**src/hw/ps2_pkg.sv**
```systemverilog
// Shared constants for the PS/2 keyboard transmitter.
// Covers the AXI4-Lite register map and response codes, FIFO sizing,
// PS/2 bit timing and the status and control bit positions.
package ps2_pkg;

   // PS/2 bit timing, in clk cycles.
   localparam int HALF_BIT_CYCLES = 4;      // Sim value; real use is f_clk / 20 kHz.
   localparam int FRAME_BITS      = 11;     // Start, 8 data, parity, stop.
   localparam int FRAME_STEPS     = 2 * FRAME_BITS;
   localparam int STEP_W          = $clog2(FRAME_STEPS + 1);
   localparam int HALF_CNT_W      = (HALF_BIT_CYCLES > 1) ? $clog2(HALF_BIT_CYCLES) : 1;

   // Scancode FIFO.
   localparam int FIFO_DEPTH = 8;
   localparam int FIFO_CNT_W = $clog2(FIFO_DEPTH + 1);
   localparam int FIFO_PTR_W = $clog2(FIFO_DEPTH);

   // AXI4-Lite bus.
   localparam int AXI_ADDR_W = 4;
   localparam int AXI_DATA_W = 32;

   localparam logic [AXI_ADDR_W-1:0] ADDR_TXDATA = 4'h0;
   localparam logic [AXI_ADDR_W-1:0] ADDR_STATUS = 4'h4;
   localparam logic [AXI_ADDR_W-1:0] ADDR_CTRL   = 4'h8;

   localparam logic [1:0] RESP_OKAY   = 2'b00;
   localparam logic [1:0] RESP_SLVERR = 2'b10;

   // STATUS register fields.
   localparam int ST_EMPTY     = 0;
   localparam int ST_FULL      = 1;
   localparam int ST_BUSY      = 2;
   localparam int ST_OVERFLOW  = 3;
   localparam int ST_COUNT_LSB = 8;

   // CTRL register fields.
   localparam int CTRL_ENABLE = 0;

endpackage

```
**src/hw/byte_fifo.sv**
```systemverilog
// Synchronous FIFO of scancode bytes.
// Circular buffer with read and write pointers and a fill count.
`timescale 1ns/1ps

module byte_fifo import ps2_pkg::*; (
   input  logic                  clk,
   input  logic                  reset,
   input  logic                  push,
   input  logic [7:0]            push_data,
   input  logic                  pop,
   output logic [7:0]            head_data,
   output logic                  empty,
   output logic                  full,
   output logic [FIFO_CNT_W-1:0] count
);

   logic [7:0]            mem [FIFO_DEPTH];
   logic [FIFO_PTR_W-1:0] wr_ptr;
   logic [FIFO_PTR_W-1:0] rd_ptr;
   logic                  wr_en;
   logic                  rd_en;

   assign empty     = (count == '0);
   assign full      = (count == FIFO_CNT_W'(FIFO_DEPTH));
   assign head_data = mem[rd_ptr];

   assign rd_en = pop && !empty;
   assign wr_en = push && (!full || rd_en);           // Pop frees a slot this cycle.

   always_ff @(posedge clk) begin
      if (wr_en)
         mem[wr_ptr] <= push_data;
   end

   always_ff @(posedge clk) begin
      if (reset) begin
         wr_ptr <= '0;
         rd_ptr <= '0;
         count  <= '0;
      end else begin
         if (wr_en)
            wr_ptr <= (wr_ptr == FIFO_PTR_W'(FIFO_DEPTH - 1)) ? '0 : wr_ptr + 1'b1;
         if (rd_en)
            rd_ptr <= (rd_ptr == FIFO_PTR_W'(FIFO_DEPTH - 1)) ? '0 : rd_ptr + 1'b1;
         case ({wr_en, rd_en})
            2'b10:   count <= count + 1'b1;
            2'b01:   count <= count - 1'b1;
            default: ;                                // Both or neither, no change.
         endcase
      end
   end

   a_no_pop_empty: assert property (@(posedge clk) disable iff (reset)
      pop |-> !empty)
      else $error("pop from an empty FIFO");

   a_count_range: assert property (@(posedge clk) disable iff (reset)
      count <= FIFO_CNT_W'(FIFO_DEPTH))
      else $error("FIFO count above depth");

endmodule

```
**src/hw/ps2_axil_regs.sv**
```systemverilog
// AXI4-Lite slave for the PS/2 transmitter.
// TXDATA pushes bytes into the FIFO, STATUS reports FIFO and sender
// state with a sticky overflow flag, CTRL holds the send enable.
`timescale 1ns/1ps

module ps2_axil_regs import ps2_pkg::*; (
   input  logic                  clk,
   input  logic                  reset,
   // Write address.
   input  logic [AXI_ADDR_W-1:0] awaddr,
   input  logic                  awvalid,
   output logic                  awready,
   // Write data.
   input  logic [AXI_DATA_W-1:0] wdata,
   input  logic [3:0]            wstrb,
   input  logic                  wvalid,
   output logic                  wready,
   // Write response.
   output logic [1:0]            bresp,
   output logic                  bvalid,
   input  logic                  bready,
   // Read address.
   input  logic [AXI_ADDR_W-1:0] araddr,
   input  logic                  arvalid,
   output logic                  arready,
   // Read data.
   output logic [AXI_DATA_W-1:0] rdata,
   output logic [1:0]            rresp,
   output logic                  rvalid,
   input  logic                  rready,
   // FIFO and sender side.
   input  logic                  full,
   input  logic                  empty,
   input  logic [FIFO_CNT_W-1:0] count,
   input  logic                  busy,
   output logic                  push,
   output logic [7:0]            push_data,
   output logic                  enable
);

   logic                  wr_go;
   logic                  rd_go;
   logic                  wr_hit;
   logic                  lane0;
   logic                  wr_txdata;
   logic                  wr_status;
   logic                  wr_ctrl;
   logic                  overflow;
   logic [AXI_DATA_W-1:0] status_word;

   // One write and one read may be in flight.
   assign wr_go   = awvalid && wvalid && !bvalid;
   assign rd_go   = arvalid && !rvalid;
   assign awready = wr_go;
   assign wready  = wr_go;
   assign arready = !rvalid;

   assign lane0     = wstrb[0];                       // Only byte lane 0 carries data.
   assign wr_txdata = wr_go && lane0 && (awaddr == ADDR_TXDATA);
   assign wr_status = wr_go && lane0 && (awaddr == ADDR_STATUS);
   assign wr_ctrl   = wr_go && lane0 && (awaddr == ADDR_CTRL);
   assign wr_hit    = (awaddr == ADDR_TXDATA) || (awaddr == ADDR_STATUS) ||
                      (awaddr == ADDR_CTRL);

   // A byte aimed at a full FIFO is dropped.
   assign push      = wr_txdata && !full;
   assign push_data = wdata[7:0];

   always_comb begin
      status_word                                = '0;
      status_word[ST_EMPTY]                      = empty;
      status_word[ST_FULL]                       = full;
      status_word[ST_BUSY]                       = busy;
      status_word[ST_OVERFLOW]                   = overflow;
      status_word[ST_COUNT_LSB +: FIFO_CNT_W]    = count;
   end

   // Write response channel.
   always_ff @(posedge clk) begin
      if (reset) begin
         bvalid <= 1'b0;
         bresp  <= RESP_OKAY;
      end else if (wr_go) begin
         bvalid <= 1'b1;
         bresp  <= wr_hit ? RESP_OKAY : RESP_SLVERR;
      end else if (bready) begin
         bvalid <= 1'b0;
      end
   end

   // Sticky overflow and the enable bit.
   always_ff @(posedge clk) begin
      if (reset) begin
         overflow <= 1'b0;
         enable   <= 1'b0;
      end else begin
         if (wr_txdata && full)
            overflow <= 1'b1;
         else if (wr_status && wdata[ST_OVERFLOW])
            overflow <= 1'b0;                         // Write 1 to clear.
         if (wr_ctrl)
            enable <= wdata[CTRL_ENABLE];
      end
   end

   // Read data channel.
   always_ff @(posedge clk) begin
      if (reset)
         rvalid <= 1'b0;
      else if (rd_go)
         rvalid <= 1'b1;
      else if (rready)
         rvalid <= 1'b0;
   end

   always_ff @(posedge clk) begin
      if (rd_go) begin
         rresp <= RESP_OKAY;
         rdata <= '0;                                 // TXDATA reads as zero.
         case (araddr)
            ADDR_TXDATA: ;
            ADDR_STATUS: rdata <= status_word;
            ADDR_CTRL:   rdata[CTRL_ENABLE] <= enable;
            default:     rresp <= RESP_SLVERR;
         endcase
      end
   end

   // Responses hold until the master takes them.
   a_bvalid_hold: assert property (@(posedge clk) disable iff (reset)
      bvalid && !bready |=> bvalid && $stable(bresp))
      else $error("bvalid dropped before bready");

   a_rvalid_hold: assert property (@(posedge clk) disable iff (reset)
      rvalid && !rready |=> rvalid && $stable(rdata))
      else $error("rvalid dropped before rready");

   // A pushed byte shows in the FIFO on the next cycle.
   a_push_lands: assert property (@(posedge clk) disable iff (reset)
      push |=> !empty)
      else $error("pushed byte missing from the FIFO");

endmodule

```
**src/hw/ps2_kbd_top.sv**
```systemverilog
// PS/2 keyboard transmitter top level.
// AXI4-Lite registers feed a byte FIFO that drains into the PS/2 sender.
`timescale 1ns/1ps

module ps2_kbd_top import ps2_pkg::*; (
   input  logic                  clk,
   input  logic                  reset,
   input  logic [AXI_ADDR_W-1:0] awaddr,
   input  logic                  awvalid,
   output logic                  awready,
   input  logic [AXI_DATA_W-1:0] wdata,
   input  logic [3:0]            wstrb,
   input  logic                  wvalid,
   output logic                  wready,
   output logic [1:0]            bresp,
   output logic                  bvalid,
   input  logic                  bready,
   input  logic [AXI_ADDR_W-1:0] araddr,
   input  logic                  arvalid,
   output logic                  arready,
   output logic [AXI_DATA_W-1:0] rdata,
   output logic [1:0]            rresp,
   output logic                  rvalid,
   input  logic                  rready,
   output logic                  ps2_clk,
   output logic                  ps2_data
);

   logic                  push;
   logic [7:0]            push_data;
   logic                  full;
   logic                  empty;
   logic [FIFO_CNT_W-1:0] count;
   logic [7:0]            head_data;
   logic                  code_ready;
   logic                  take;
   logic                  busy;
   logic                  enable;

   assign code_ready = ~empty;

   ps2_axil_regs regs_inst (
      .*
   );

   byte_fifo fifo_inst (
      .clk       (clk),
      .reset     (reset),
      .push      (push),
      .push_data (push_data),
      .pop       (take),                              // Sender pops as it starts a frame.
      .head_data (head_data),
      .empty     (empty),
      .full      (full),
      .count     (count)
   );

   ps2_send send_inst (
      .clk        (clk),
      .reset      (reset),
      .enable     (enable),
      .code       (head_data),
      .code_ready (code_ready),
      .take       (take),
      .busy       (busy),
      .ps2_clk    (ps2_clk),
      .ps2_data   (ps2_data)
   );

endmodule

```
**src/hw/ps2_send.sv**
```systemverilog
// PS/2 frame sender, keyboard side.
// Shifts start, 8 data bits LSB first, odd parity and stop onto the
// PS/2 data line while generating the PS/2 clock.
`timescale 1ns/1ps

module ps2_send import ps2_pkg::*; (
   input  logic       clk,
   input  logic       reset,
   input  logic       enable,
   input  logic [7:0] code,
   input  logic       code_ready,
   output logic       take,
   output logic       busy,
   output logic       ps2_clk,
   output logic       ps2_data
);

   // Half-bit steps count down from FRAME_STEPS to 1; even steps are
   // the high half of a bit, odd steps the low half. Zero is idle.
   logic [STEP_W-1:0]     step;
   logic [HALF_CNT_W-1:0] half_cnt;
   logic [FRAME_BITS-1:0] shreg;
   logic                  half_done;
   logic                  parity;

   assign half_done = (half_cnt == '0);
   assign parity    = ~^code;                         // Odd parity.
   assign take      = !busy && enable && code_ready;

   assign ps2_clk  = ~step[0];
   assign ps2_data = busy ? shreg[0] : 1'b1;

   always_ff @(posedge clk) begin
      if (reset) begin
         step     <= '0;
         half_cnt <= '0;
         busy     <= 1'b0;
      end else if (take) begin
         step     <= STEP_W'(FRAME_STEPS);
         half_cnt <= HALF_CNT_W'(HALF_BIT_CYCLES - 1);
         busy     <= 1'b1;
      end else if (busy && half_done) begin
         step     <= step - 1'b1;
         half_cnt <= HALF_CNT_W'(HALF_BIT_CYCLES - 1);
         if (step == STEP_W'(1))
            busy <= 1'b0;                             // Last low half done.
      end else if (busy) begin
         half_cnt <= half_cnt - 1'b1;
      end
   end

   // Next bit appears as the clock goes high.
   always_ff @(posedge clk) begin
      if (take)
         shreg <= {1'b1, parity, code, 1'b0};
      else if (busy && half_done && step[0])
         shreg <= {1'b1, shreg[FRAME_BITS-1:1]};
   end

   // The host samples on the falling edge, so data holds through the low half.
   a_data_stable_low: assert property (@(posedge clk) disable iff (reset)
      !ps2_clk && ($past(ps2_clk) == 1'b0) |-> $stable(ps2_data))
      else $error("ps2_data changed while ps2_clk low");

   a_busy_step: assert property (@(posedge clk) disable iff (reset)
      busy |-> step != '0)
      else $error("busy with idle step count");

endmodule

```
**config.mk**
```make
export PLATFORM = sky130hd
export DESIGN_NAME = ps2_kbd_top
export DESIGN_NICKNAME = d
export VERILOG_FILES = /design/src/hw/ps2_pkg.sv /design/src/hw/byte_fifo.sv /design/src/hw/ps2_axil_regs.sv /design/src/hw/ps2_kbd_top.sv /design/src/hw/ps2_send.sv
export SDC_FILE = /design/constraint.sdc
export NUM_CORES = 1
export LEC_CHECK = 0
export ABC_AREA = 1
export BUFFER_PORTS_ARGS = -buffer_cell sky130_fd_sc_hd__buf_2
export CAP_MARGIN = 10
export CORE_MARGIN = 3
export CORE_UTILIZATION = 56
export DETAILED_ROUTE_END_ITERATION = 12
export MAX_ROUTING_LAYER = met4
export PLACE_DENSITY_LB_ADDON = 0.3
export REMOVE_ABC_BUFFERS = 1
export SLEW_MARGIN = 20
export SYNTH_ARGS = -nofsm -noshare
export SYNTH_HDL_FRONTEND = slang
export SYNTH_SLANG_ARGS = --single-unit
```
**constraint.sdc**
```tcl
create_clock -name clk -period 3.1 [get_ports clk]
set_input_delay 0.62 -clock clk [delete_from_list [all_inputs] [get_ports clk]]
set_output_delay 0.62 -clock clk [all_outputs]
set_load 0.01 [all_outputs]
```
==> impl_metrics.yaml <==
run_status:
  status: "finished clean"
critical_path:
  worst-r2r-setup-slack_ns: 0.81
  path_cells: "buf_2 > nor2_1 > inv_1 > nor2_1 > inv_1 > nor3_2 > nand2_2 > ha_1 > nand2_1 > inv_1 > nor2_1 > ha_1 > a21oi_1 > xnor2_1 > o21ai_0 > inv_1"
  cp_slowest_cell: "ha_1"
  cpMostUsedCell: "inv_1"
  rr_endpoint: "fifo_inst.count[2]"
  arrival_ns: 2.61
  setup.worst_path.class: "input pin to register"
  crit_path_max_incr_delay_ns: 0.26
  cp.required_ns: 3.36
  r2r_start: "regs_inst.bvalid"
  r2r_cells: 13
  cp-start-kind: "input pin"
  cp-end-kind: "register"
  cp_max_fo: 8
route:
  drc_errors: 0
  vias: 3764
  drtAntennaViolNets: 0
  wirelength_mm: 10.0
  avgViaCountPerCell: 5.10
  wire_per_inst_um: 13.6
  drt_iter0_markers: 165
  first_pass_iters: 4
worst_hold_path:
  min_to: "regs_inst.overflow"
  holdCritStartpoint: "regs_inst.overflow"
  hold_path_depth: 2
  hold_path_class: "register to register"
yosys:
  ys_async_sr_fraction_pct: 0
  synth.distinct_cells: 35
  synth_area_leaders: "edfxtp_1 47%, nand2_1 13%, dfxtp_1 10%"
  synth_top_area_share_pct: 46.8
  synthTopCellsByCount: "185 x nand2_1, 82 x edfxtp_1, 78 x inv_1, 51 x nand3_1, 32 x buf_4"
  ys_seq_area_share_pct: 57.1
  postSynthCellCount: 582
  synth.most_common_cell: "nand2_1"
  ys.flop_type: "edfxtp_1"
  synth_top_cell_by_area: "edfxtp_1"
  synth_edf_count: 82
  netlist_area_um2: 5260
  synth-seq-cells: 109
  avgSynthCellArea_um2: 9.04
  ys.warnings.count: 0
clock_network:
  cts_buffers: 9
  htreeDepth: 3
  cts.repair.resized: 0
  clock_sinks: 109
  clock_latency_ns: 0.36
  clockBufferDepth: 2
  cts_root_buffer: "clkbuf_8"
  post_cts_buffers: 0
  hold_buffers: 0
  clkTransAtPathRegs_ns: 0.10
  cts_tree: "done"
timing:
  rsz0062_at_grt: "no"
  period_share_pct: 75.6
  finalHoldViolCount: 0
  fmax_mhz: 427
  finalSetupViolCount: 0
  slew_viol_final: 0
  fin_setup_tns_ns: 0
  fin_crit_ns: 2.34
  fin_skew_ns: 0.0106
final_layout:
  drive_gt1_share_pct: 12.7
  fillerInstances: 726
  post-route-cell-area_um2: 5670
  multi_input_area_um2: 1710
  layout.cells.non_filler: 738
  seqCellArea_um2: 3000
  nets: 686
  syn2layout_area_growth_pct: 7.78
  num_antenna_cells: 0
floorplan:
  die_h_um: 103
  core_area_um2: 8930
  die_area_um2: 10600
  start_util_pct: 58.9
  row_count: 34
  io_pins: 94
  die_width_um: 103
power_and_ir_drop:
  p_clk_share_pct: 35.6
  seqPwrFrac_pct: 61.1
  p_leak_nw: 2.57
  comb_power_share_pct: 3.3
  intPower_mw: 2.05
  p_switching_mw: 0.529
  ir_worst_vdd_mv: 0.240
  swShare_pct: 20.5
  pwr_density_cell_nw_per_um2: 455
global_routing:
  grt_max_degree: 33
  gr-usage-all-layers_pct: 20.6
  overflow: 0
  grt_pass1_vias: 3622
  grt_pass1_wl_mm: 16.5
  antenna_found_initial: 0
placed_design:
  dp_cells: 722
  port_buffers: 40
  dp_hpwl_mm: 6.89
  dpl_cell_area_um2: 5460
  routabilityCongestion: 0.889
flow_run:
  maxCapViolCount: 0
==> sequential cells by signal (all words and copies together) (netlist names), named ones only <==
signal              cells
regs_inst.bresp         1
fifo_inst.wr_ptr        3
fifo_inst.rd_ptr        3
regs_inst.enable        1
regs_inst.bvalid        1
send_inst.shreg        10
send_inst.busy          1
fifo_inst.count         4
fifo_inst.mem          64
regs_inst.rdata         8
regs_inst.overflow      1
send_inst.step          5
send_inst.half_cnt      2
regs_inst.rresp         1
regs_inst.rvalid        1
==> worst max-delay path by stage <==
| stage | start | to | slack [ns] | cells past startpoint |
|---|---|---|---|---|
| floorplan | awvalid | fifo_inst.mem[1][0] | 0.59 | 8 |
| global placement | awaddr[1] | fifo_inst.count[2] | 0.53 | 16 |
| detailed placement | awvalid | fifo_inst.count[2] | 0.40 | 15 |
| CTS | awvalid | fifo_inst.count[2] | 0.77 | 15 |
| global route | awaddr[1] | fifo_inst.count[2] | 0.60 | 16 |
| finish | awaddr[1] | fifo_inst.count[2] | 0.76 | 16 |
==> cell families after synthesis <==
group	count (synthesis)	share of synthesized area (%)
AOI/OAI and AO/OA	51	5.42
and+or+nand+nor	280	22.3
DFF	109	57.1
buffers and inverters	127	12.1
adders and majority gates	10	2.38
xor gates and xnor gates	4	0.666
other	1	0.0713
==> power by group through the flow <==
stage,Combinational [mW],Sequential (mW),Clock [mW]
detailed placement,0.0857,1.61,0
global route,0.0994,1.58,0.986
global placement,0.0830,1.61,0
CTS,0.0861,1.58,0.933
finish,0.0864,1.58,0.918
floorplan,0.0375,1.62,0
==> layout by cell type (no fill, tap or decap), types with 2 or more instances in the layout <==
cell type / synthesis / layout
edfxtp_1: 82 / 82
inv_2: 2 / 2
dfxtp_1: 27 / 27
ha_1: 10 / 10
nor2_1: 25 / 25
o21ai_2: 3 / 3
a21oi_1: 17 / 17
conb_1: 1 / 26
buf_2: 5 / 40
bufinv_16: 0 / 2
nor3_1: 8 / 8
nor3_2: 2 / 2
clkbuf_8: 0 / 9
inv_4: 2 / 2
clkinvlp_4: 0 / 2
nand2_2: 2 / 2
nor2_4: 2 / 2
nand3_1: 51 / 51
buf_4: 32 / 12
nand2_1: 185 / 185
inv_1: 78 / 78
a31oi_1: 2 / 2
o21ai_0: 23 / 23
xor2_1: 3 / 3
==> cell type report <==
type,instances,share of cell area (%)
clock buffer,10,2.25
clock inverter,6,1.54
inverter,82,5.52
multi-input combinational,371,30.2
sequential,109,53.0
tap,108,2.38
timing repair buffer,52,5.12
==> stage by stage <==
step / hold WS, ns / utilization [%] / setup WS (ns) / power (mW)
finish: 0.470 / 63.5 / 0.757 / 2.58
global route: 0.495 / 63.5 / 0.603 / 2.66
CTS: 0.472 / 63.5 / 0.773 / 2.60
detailed placement: 0.457 / 61.1 / 0.396 / 1.70
global placement: 0.453 / 61.1 / 0.535 / 1.69
floorplan: 0.432 / - / 0.591 / 1.65
==> routing by layer <==
metal | up-vias | routed length, µm | track usage (%) | part of all wire (%)
met4 | 0 | 196 | 8.76 | 2.0
met3 | 22 | 430 | 3.04 | 4.3
met2 | 108 | 5030 | 33.9 | 50
met5 | - | 0 | - | 0
li1 | 1914 | - | - | -
met1 | 1720 | 4350 | 25.5 | 43
==> critical path, delay by kind of cell <==
kind / cells / cell delay (ns)
AND/OR/NAND/NOR: 6 / 0.82
adder cells (fa/ha/maj): 2 / 0.44
buffers and inverters: 5 / 0.36
XOR/XNOR: 1 / 0.13
AO/OA/AOI/OAI: 2 / 0.24
Note: power is estimated with default switching activity, not from simulation.
